File: src/verilog/pe_params.svh
`ifndef PE_PARAMS_SVH
`define PE_PARAMS_SVH

// Shared sizing of the MAC row and result serializer

// Number of processing elements in the row
`define PE_NUM 8

// Activation and weight width
// Accumulators run at twice this width
`define DATA_WIDTH 16

// Weight write address
// Must be wide enough to index every element
`define W_ADDR_WIDTH 3

`endif
File: src/verilog/pe_pkg.sv
`default_nettype none

`include "pe_params.svh"

package pe_pkg;

    //////////////////////////////////////////////////
    // Datapath types
    //////////////////////////////////////////////////

    // Signed activation or weight
    typedef logic signed [`DATA_WIDTH-1:0] data_t;

    // Signed accumulator holding the full product width
    // Sums wrap on overflow
    typedef logic signed [2*`DATA_WIDTH-1:0] acc_t;

    // One sum per element
    // Element 0 occupies the lowest slice
    typedef acc_t [`PE_NUM-1:0] acc_vec_t;

endpackage

`default_nettype wire

File: src/verilog/piso.sv
`timescale 1ns/100ps
`default_nettype none

`include "pe_params.svh"

module piso (
    input  logic              clk,
    input  logic              rst_n,
    // Parallel side
    input  pe_pkg::acc_vec_t  p_in,
    input  logic              load,
    // Serial side
    input  logic              fetch,
    output pe_pkg::acc_t      s_out,
    output logic              s_valid,
    // Status
    output logic              busy,
    output logic              overrun
);

    import pe_pkg::*;

    // Counter must reach PE_NUM itself
    localparam int CNT_W = $clog2(`PE_NUM + 1);

    // Words still waiting to be fetched
    acc_vec_t         shreg;
    logic [CNT_W-1:0] words_left;

    // Per-cycle decisions
    logic             fetch_ok;
    logic [CNT_W-1:0] words_after;
    logic             load_ok;
    logic             load_drop;

    // Output registers
    acc_t             s_out_q;
    logic             s_valid_q;
    logic             overrun_q;

    //////////////////////////////////////////////////
    // Accept logic
    //////////////////////////////////////////////////

    // Fetch on an empty register does nothing
    assign fetch_ok    = fetch && (words_left != '0);
    assign words_after = words_left - {{(CNT_W-1){1'b0}}, fetch_ok};

    // Load only into a register that this cycle's fetch empties
    assign load_ok   = load && (words_after == '0);
    assign load_drop = load && (words_after != '0);

    //////////////////////////////////////////////////
    // Shift register
    //////////////////////////////////////////////////

    // Word 0 always sits in the lowest slice
    always_ff @(posedge clk) begin
        if (load_ok) begin
            shreg <= p_in;
        end else if (fetch_ok) begin
            shreg <= {acc_t'(0), shreg[`PE_NUM-1:1]};
        end
    end

    always_ff @(posedge clk or negedge rst_n) begin
        if (!rst_n) begin
            words_left <= '0;
        end else if (load_ok) begin
            words_left <= CNT_W'(`PE_NUM);
        end else begin
            words_left <= words_after;
        end
    end

    //////////////////////////////////////////////////
    // Serial output and status
    //////////////////////////////////////////////////

    // s_out keeps its last word while s_valid is low
    always_ff @(posedge clk or negedge rst_n) begin
        if (!rst_n) begin
            s_out_q   <= '0;
            s_valid_q <= 1'b0;
            overrun_q <= 1'b0;
        end else begin
            s_valid_q <= fetch_ok;
            overrun_q <= load_drop;
            if (fetch_ok) begin
                s_out_q <= shreg[0];
            end
        end
    end

    assign s_out   = s_out_q;
    assign s_valid = s_valid_q;
    assign overrun = overrun_q;

    // Busy while any word is left
    assign busy = (words_left != '0);

endmodule

`default_nettype wire

File: config.mk
export PLATFORM = sky130hd
export DESIGN_NAME = piso
export DESIGN_NICKNAME = d
export VERILOG_FILES = /design/src/verilog/pe_pkg.sv /design/src/verilog/piso.sv
export VERILOG_INCLUDE_DIRS = /design/src /design/src/verilog
export SDC_FILE = /design/constraint.sdc
export NUM_CORES = 1
export LEC_CHECK = 0
export BUFFER_PORTS_ARGS = -buffer_cell sky130_fd_sc_hd__buf_2
export CORE_ASPECT_RATIO = 1.4
export CORE_UTILIZATION = 40
export CTS_CLUSTER_SIZE = 28
export DETAILED_ROUTE_END_ITERATION = 8
export PLACE_DENSITY_LB_ADDON = 0.25
export SLEW_MARGIN = 20
export SYNTH_ARGS = -nofsm -noshare
export SYNTH_HDL_FRONTEND = slang
export SYNTH_SLANG_ARGS = --single-unit
export TNS_END_PERCENT = 1
File: constraint.sdc
create_clock -name clk -period 9.3 [get_ports clk]
set_input_delay 0.465 -clock clk [delete_from_list [all_inputs] [get_ports clk]]
set_output_delay 0.465 -clock clk [all_outputs]
set_load 0.005 [all_outputs]
==> metrics.yaml, run 1 <==
clocking:
  cts_tree: "done"
  path_clk_slew_ns: 0.06
  hold_buffers: 0
  cts_root_buf: "clkbuf_16"
  clock-sinks: 294
  cts.path.max_buffers: 3
  clk_latency_ns: 0.55
  postCtsSetupRepairBufs: 0
  ctsResizeCount: 0
  cts_inserted_buffers: 29
  cts.htree.levels: 1
power_and_ir_drop:
  p_per_area_nw_per_um2: 270.8
  p_sw_uw: 981.5
  leakagePower_uw: 0.005990
  combPwrFrac: 0.192
  p_int_uw: 3028
  finalPower_uw: 4009
  vdd_ir_drop_max_uv: 159.6
  clockPowerShare: 0.280
  p_seq_frac: 0.528
  sw_frac_of_total: 0.2448
layout:
  regArea_um2: 8638
  num-nets-final: 1193
  drive_gt1_frac: 0.4753
  multiInputGateArea_um2: 3224
  area_growth_syn_to_layout_pct: 22.10
  fill_cells: 2593
floorplanning:
  die_y_um: 208.0
  row_count: 75
  core-area_um2: 29940
  start_util: 0.4051
  die_x_um: 149.2
  num_io_pins: 295
  dieArea_um2: 31030
setup_path:
  reg2reg_from: "words_left[1]"
  arrival_ns: 5.71
  crit_required_ns: 9.48
  end_kind: "flip-flop"
  cpMostUsedCell: "ha_1"
  cp_max_fo: 100
  max_stage_delay_ns: 0.71
  r2r_cells: 10
  rrSetupSlack_ns: 3.77
  cpMaxStageDelayCell: "nand2_4"
  rr_endpoint: "shreg[1]"
  crit_chain: "or4_1, nand2_2, inv_1, ha_1, ha_1, nand3_1, nor2_4, nand2_8, nand2_4, buf_6"
  critPathLaunchType: "flip-flop"
  startpoint: "words_left[1]"
  path_class: "reg -> reg"
timing:
  hold_viol: 0
  finalSetupTns_ns: 0
  layout_min_cycle_time_ns: 5.530
  tightest_slew_ns: 0.9739
  rsz0062_at_grt: "false"
  max_slew_margin: 0.3507
  final.period_utilization: 0.5946
  setup-violations-final: 0
  finalMaxSlewViolations: 0
  fin_skew_ns: 0.01539
  fmax_mhz: 180.8
  timing.hold.ws_ns: 0.05893
detailed_routing:
  drtAntennaViolNets: 0
  routedWlPerCell_um: 17.82
  routed_wl_um: 23910
  drtPass1Iterations: 4
  remaining_drc_errors: 0
  vias: 6340
  drt_iter0_drc: 295
  vias_per_cell: 4.724
logic_synthesis:
  synthTopCellsByArea: "edfxtp_1 63%, mux2_1 14%, mux2_2 9.9%"
  syn_inst: 634
  syn_avg_cell_area_um2: 19.13
  yosysUniqueCellTypes: 22
  synth_nets: 896
  ys_warn_count: 0
  synth_top_area_share: 0.6339
  synth_ff_type: "edfxtp_1"
  synth_top_area_cell: "edfxtp_1"
  synth_area_um2: 12130
  yosysSeqAreaShare: 0.7123
  synth_commonest_cells: "256 x edfxtp_1, 149 x mux2_1, 107 x mux2_2"
  ys_async_sr_fraction: 0.1293
  yosysMostFrequentCell: "edfxtp_1"
  synth-edff-count: 256
  synth.ff_latch_count: 294
placed_design:
  hpwl_um: 16200
  place_congestion: 0.7381
  port_buffers: 294
grt:
  grt_pass1_wl_um: 35730
  grt_pass1_vias: 6612
  track_usage: 0.1520
  antenna_found_initial: 5
  grt_max_degree: 127
  grt_overflow: 0
job:
  maxCapViolations: 0
outcome:
  status: "complete, no violations"
worst_hold_path:
  hold_path.class: "in -> async"
[routing by layer]
| layer | vias to the layer above | share of wire | GRT usage |
|---|---|---|---|
| li1 | 3050 | - | - |
| met2 | 182 | 0.52 | 0.2709 |
| met4 | 0 | 0.027 | 0.06545 |
| met1 | 3071 | 0.40 | 0.1751 |
| met5 | - | 0 | 0 |
| met3 | 37 | 0.057 | 0.02961 |
[layout by cell type, fill, tap and decap left out, types with 2 or more instances in the layout]
cell type  instances
clkinv_1           3
diode_2            4
clkbuf_1           9
dfrtp_1           38
buf_4              3
clkinv_2           4
inv_1              5
buf_2            294
clkbuf_16         29
mux2_1           149
and3_1            32
clkbuf_8           4
edfxtp_1         256
mux2_2           107
ha_1               2
[per-stage QoR]
stage,area (um2),utilization,setup slack (ns),std cells
5_1_grt,14810,0.4946,3.281,1342
6_report,14810,0.4946,3.770,1342
3_3_place_gp,13880,0.4637,3.140,1285
4_1_cts,14790,0.4940,2.886,1338
2_1_floorplan,12130,-,0.6960,634
3_5_place_dp,13880,0.4637,2.890,1285
[worst max-delay path: cells and delay by family (launching register included)]
kind,cells,cell delay [ns]
DFF,1,0.40
and+or+nand+nor,6,3.21
buffers and inverters,2,0.86
adders and majority gates,2,0.55
[how the worst max path moves through the flow]
stage | slack (ns) | to
floorplan | 0.70 | shreg[0]
global placement | 3.14 | shreg[27]
detailed placement | 2.89 | shreg[27]
CTS | 2.89 | shreg[0]
global route | 3.28 | shreg[23]
finish | 3.77 | shreg[1]
[cell families (layout without fill, tap and decap cells)]
family | Yosys count | count (layout) | synth area share
adder cells (fa/ha/maj) | 2 | 2 | 0.002063
flip-flops | 294 | 294 | 0.7123
AND/OR/NAND/NOR | 40 | 40 | 0.02084
multiplexers | 256 | 256 | 0.2377
XOR/XNOR | 2 | 2 | 0.002064
AO/OA/AOI/OAI | 2 | 2 | 0.001032
buffers and inverters | 38 | 357 | 0.02394
other | 0 | 4 | 0
[sequential cells by signal, summed over array words and instances, names as in the netlist]
| name | cells |
|---|---|
| shreg | 256 |
| s_out | 32 |
| words_left | 4 |
| overrun | 1 |
| s_valid | 1 |
[power groups by stage]
stage	Clock, uW	Combinational (uW)	Sequential (uW)
floorplan	0	548	2170
global placement	0	755	2130
detailed placement	0	772	2150
CTS	1160	783	2120
global route	1200	854	2160
finish	1120	771	2120
[layout make-up]
cell class                 instances  share of cell area
inverter                           5            0.001268
sequential                       294              0.5834
clock inverter                    11            0.006338
multi-input combinational        302              0.2178
tap                              385             0.03253
clock buffer                      42             0.05501
antenna                            4           0.0006760
timing repair buffer             299              0.1030
No activity file was read; power rests on OpenSTA's default activity.
==> run 2: changes to the inputs <==
==> constraint.sdc (replaced) <==
create_clock -name clk -period 4.7 [get_ports clk]
set_input_delay 0.235 -clock clk [delete_from_list [all_inputs] [get_ports clk]]
set_output_delay 0.235 -clock clk [all_outputs]
set_load 0.005 [all_outputs]
==> run 2 against run 1 <==
Compared with the run above:
- sequential cell count is the same
- utilization rose by 9.5 points
- first-iteration DRC count grew 15%
- die area unchanged
- sequential share of layout area shrank 9.4 points
- combinational power is 130% higher
- non-clock buffer count rose by 266
- via count up 18%
- hold slack improved by 0.30 ns
- clock skew shrank 0.0041 ns
- clock power rose by 120%
- routed wire length up 15%
- critical path type unchanged
- largest power group unchanged
==> metrics.yaml, run 2 (synthesis results as in run 1) <==
floorplanning:
  num_io_pins: 295  # unchanged
  start_util: 0.4051  # unchanged
  row_count: 75  # unchanged
  core-area_um2: 29940  # unchanged
  die_y_um: 208.0  # unchanged
  dieArea_um2: 31030  # unchanged
  die_x_um: 149.2  # unchanged
clocking:
  hold_buffers: 259  # +259
  clock-sinks: 294  # unchanged
  ctsResizeCount: 0  # unchanged
  path_clk_slew_ns: 0.06  # about the same
  clk_latency_ns: 0.55  # about the same
  postCtsSetupRepairBufs: 0  # unchanged
  cts.path.max_buffers: 3  # unchanged
  cts_root_buf: "clkbuf_16"
  cts_inserted_buffers: 29  # unchanged
  cts.htree.levels: 1  # unchanged
  cts_tree: "done"
placed_design:
  dp.cells: 1292  # +0.54%
  hpwl_um: 16610  # +2.5%
  port_buffers: 294  # unchanged
  place_congestion: 0.7478  # +1.3%
layout:
  multiInputGateArea_um2: 3228  # +0.12%
  regMostFlops: "shreg"
  drive_gt1_frac: 0.3828  # -0.09255
  stdcell_count: 1611  # +20%
  largest_reg_flops: 256  # unchanged
  final_common_cell: "buf_2"
  final_util: 0.5896  # +0.09501
  num-nets-final: 1459  # +22%
  area_growth_syn_to_layout_pct: 45.55
  layout_common_cells: "294 x buf_2, 259 x dlygate4sd3_1, 256 x edfxtp_1"
  regArea_um2: 8638  # unchanged
  fill_cells: 2252  # -13%
grt:
  grt_overflow: 0  # unchanged
  grt_pass1_vias: 8116  # +23%
  grt_max_degree: 125  # -1.6%
  grt_pass1_wl_um: 42040  # +18%
  track_usage: 0.1753  # +0.02331
  antenna_found_initial: 6  # +1
timing:
  max_slew_margin: 0.3681  # +0.01734
  finalMaxSlewViolations: 0  # unchanged
  tightest_slew_ns: 0.9479  # -0.02601 ns
  layout_min_cycle_time_ns: 3.637  # -1.893 ns
  hold_viol: 0  # unchanged
  fin_skew_ns: 0.01129  # -0.004096 ns
  fmax_mhz: 275.0  # +52%
  final.period_utilization: 0.7737  # +0.1791
  rsz0062_at_grt: "false"
  setup-violations-final: 0  # unchanged
  finalSetupTns_ns: 0  # unchanged
setup_path:
  arrival_ns: 3.87  # -1.84 ns
  path_class: "reg -> reg"
  crit_required_ns: 4.93  # -4.55 ns
  critPathLaunchType: "flip-flop"
  crit_chain: "or4_1, nand2_2, inv_1, ha_1, ha_1, xor2_1, nor2_2, nand2_8, nand2_8, buf_4"
  cpMaxStageDelayCell: "nand2_8"
  end_kind: "flip-flop"
  crit_family: "simple AND/OR/NAND/NOR gates"
  cp_max_fo: 79  # -21%
  max_stage_delay_ns: 0.57  # -0.14 ns
  worstPathBufferInverterCount: 2  # unchanged
worst_hold_path:
  hold_path.class: "in -> async"
power_and_ir_drop:
  vdd_ir_drop_max_uv: 285.9  # +79%
  p_per_area_nw_per_um2: 478.4  # +77%
  leakagePower_uw: 0.007198  # +20%
detailed_routing:
  drtPass1Iterations: 4  # unchanged
  routed_wl_um: 27400  # +15%
  drt_iter0_drc: 339  # +15%
  remaining_drc_errors: 0  # unchanged
  drtAntennaViolNets: 0  # unchanged
  routedWlPerCell_um: 17.01  # -4.5%
  vias_per_cell: 4.629  # -2.0%
  vias: 7458  # +18%
outcome:
  status: "complete, no violations"
job:
  maxCapViolations: 0  # unchanged
## run 2: cell types whose count changed in the layout (fill, tap and decap cells not counted), sizes merged
cell         before  now
buf             299  306
bufinv            1    3
dlygate4sd3       0  259
diode             4    6
clkbuf           42   47
clkinv            8    2
## run 2: area by class of cell
cell class	instances	share of cell area
Clock buffer	47	0.05302
Multi-Input combinational cell	302	0.1829
Antenna cell	6	0.0008506
Clock inverter	7	0.006592
Timing Repair Buffer	565	0.2389
Inverter	5	0.001063
Sequential cell	294	0.4894
Tap cell	385	0.02729
## run 2: layer usage
metal | part of all wire | track usage | up-vias | routed length (um)
met5 | 0 | 0 | - | 0
met4 | 0.031 | 0.07213 | 0 | 837
met3 | 0.051 | 0.02917 | 58 | 1399
met2 | 0.53 | 0.3184 | 225 | 14400
met1 | 0.39 | 0.2011 | 3582 | 10770
li1 | - | - | 3593 | -
## run 2: worst reg2reg max path, delay by kind of cell, from the launching register on
| kind | cells | cell delay [ns] |
|---|---|---|
| xor gates and xnor gates | 1 | 0.20 |
| and+or+nand+nor | 5 | 1.82 |
| DFF | 1 | 0.39 |
| buffers and inverters | 2 | 0.52 |
| adders and majority gates | 2 | 0.39 |
## run 2: metrics by stage
step | area [um2] | hold WS, ns | worst slack, ns | power (uW)
after floorplan | 12140 | -0.06059 | 0.7222 | 5270
after global placement | 13990 | 0.4213 | 1.130 | 5749
after detailed placement | 13990 | 0.4315 | 1.053 | 5818
after CTS | 17640 | 0.3820 | 1.034 | 8526
after global routing | 17650 | 0.4286 | 0.8284 | 8856
final | 17650 | 0.3634 | 1.063 | 8445
## run 2: worst paths after layout
path | from | endpoint | slack, ns | cells after the start
min in group clk | shreg[1] | s_out[1] | 0.48 | 1
setup / recovery | words_left[1] | shreg[238] | 1.06 | 10
setup reg to reg | words_left[1] | shreg[238] | 1.06 | 10
hold reg to reg | shreg[1] | s_out[1] | 0.48 | 1
max in group asynchronous | rst_n | s_out[17] | 3.73 | 2
hold / removal | rst_n | s_out[28] | 0.36 | 2
## run 2: power breakdown
group | switching, uW | internal (uW) | leakage (uW)
combinational | 808 | 958 | 0.00371
clock | 969 | 1520 | 0.000516
sequential | 243 | 3940 | 0.00298
total | 2020 | 6420 | 0.00720
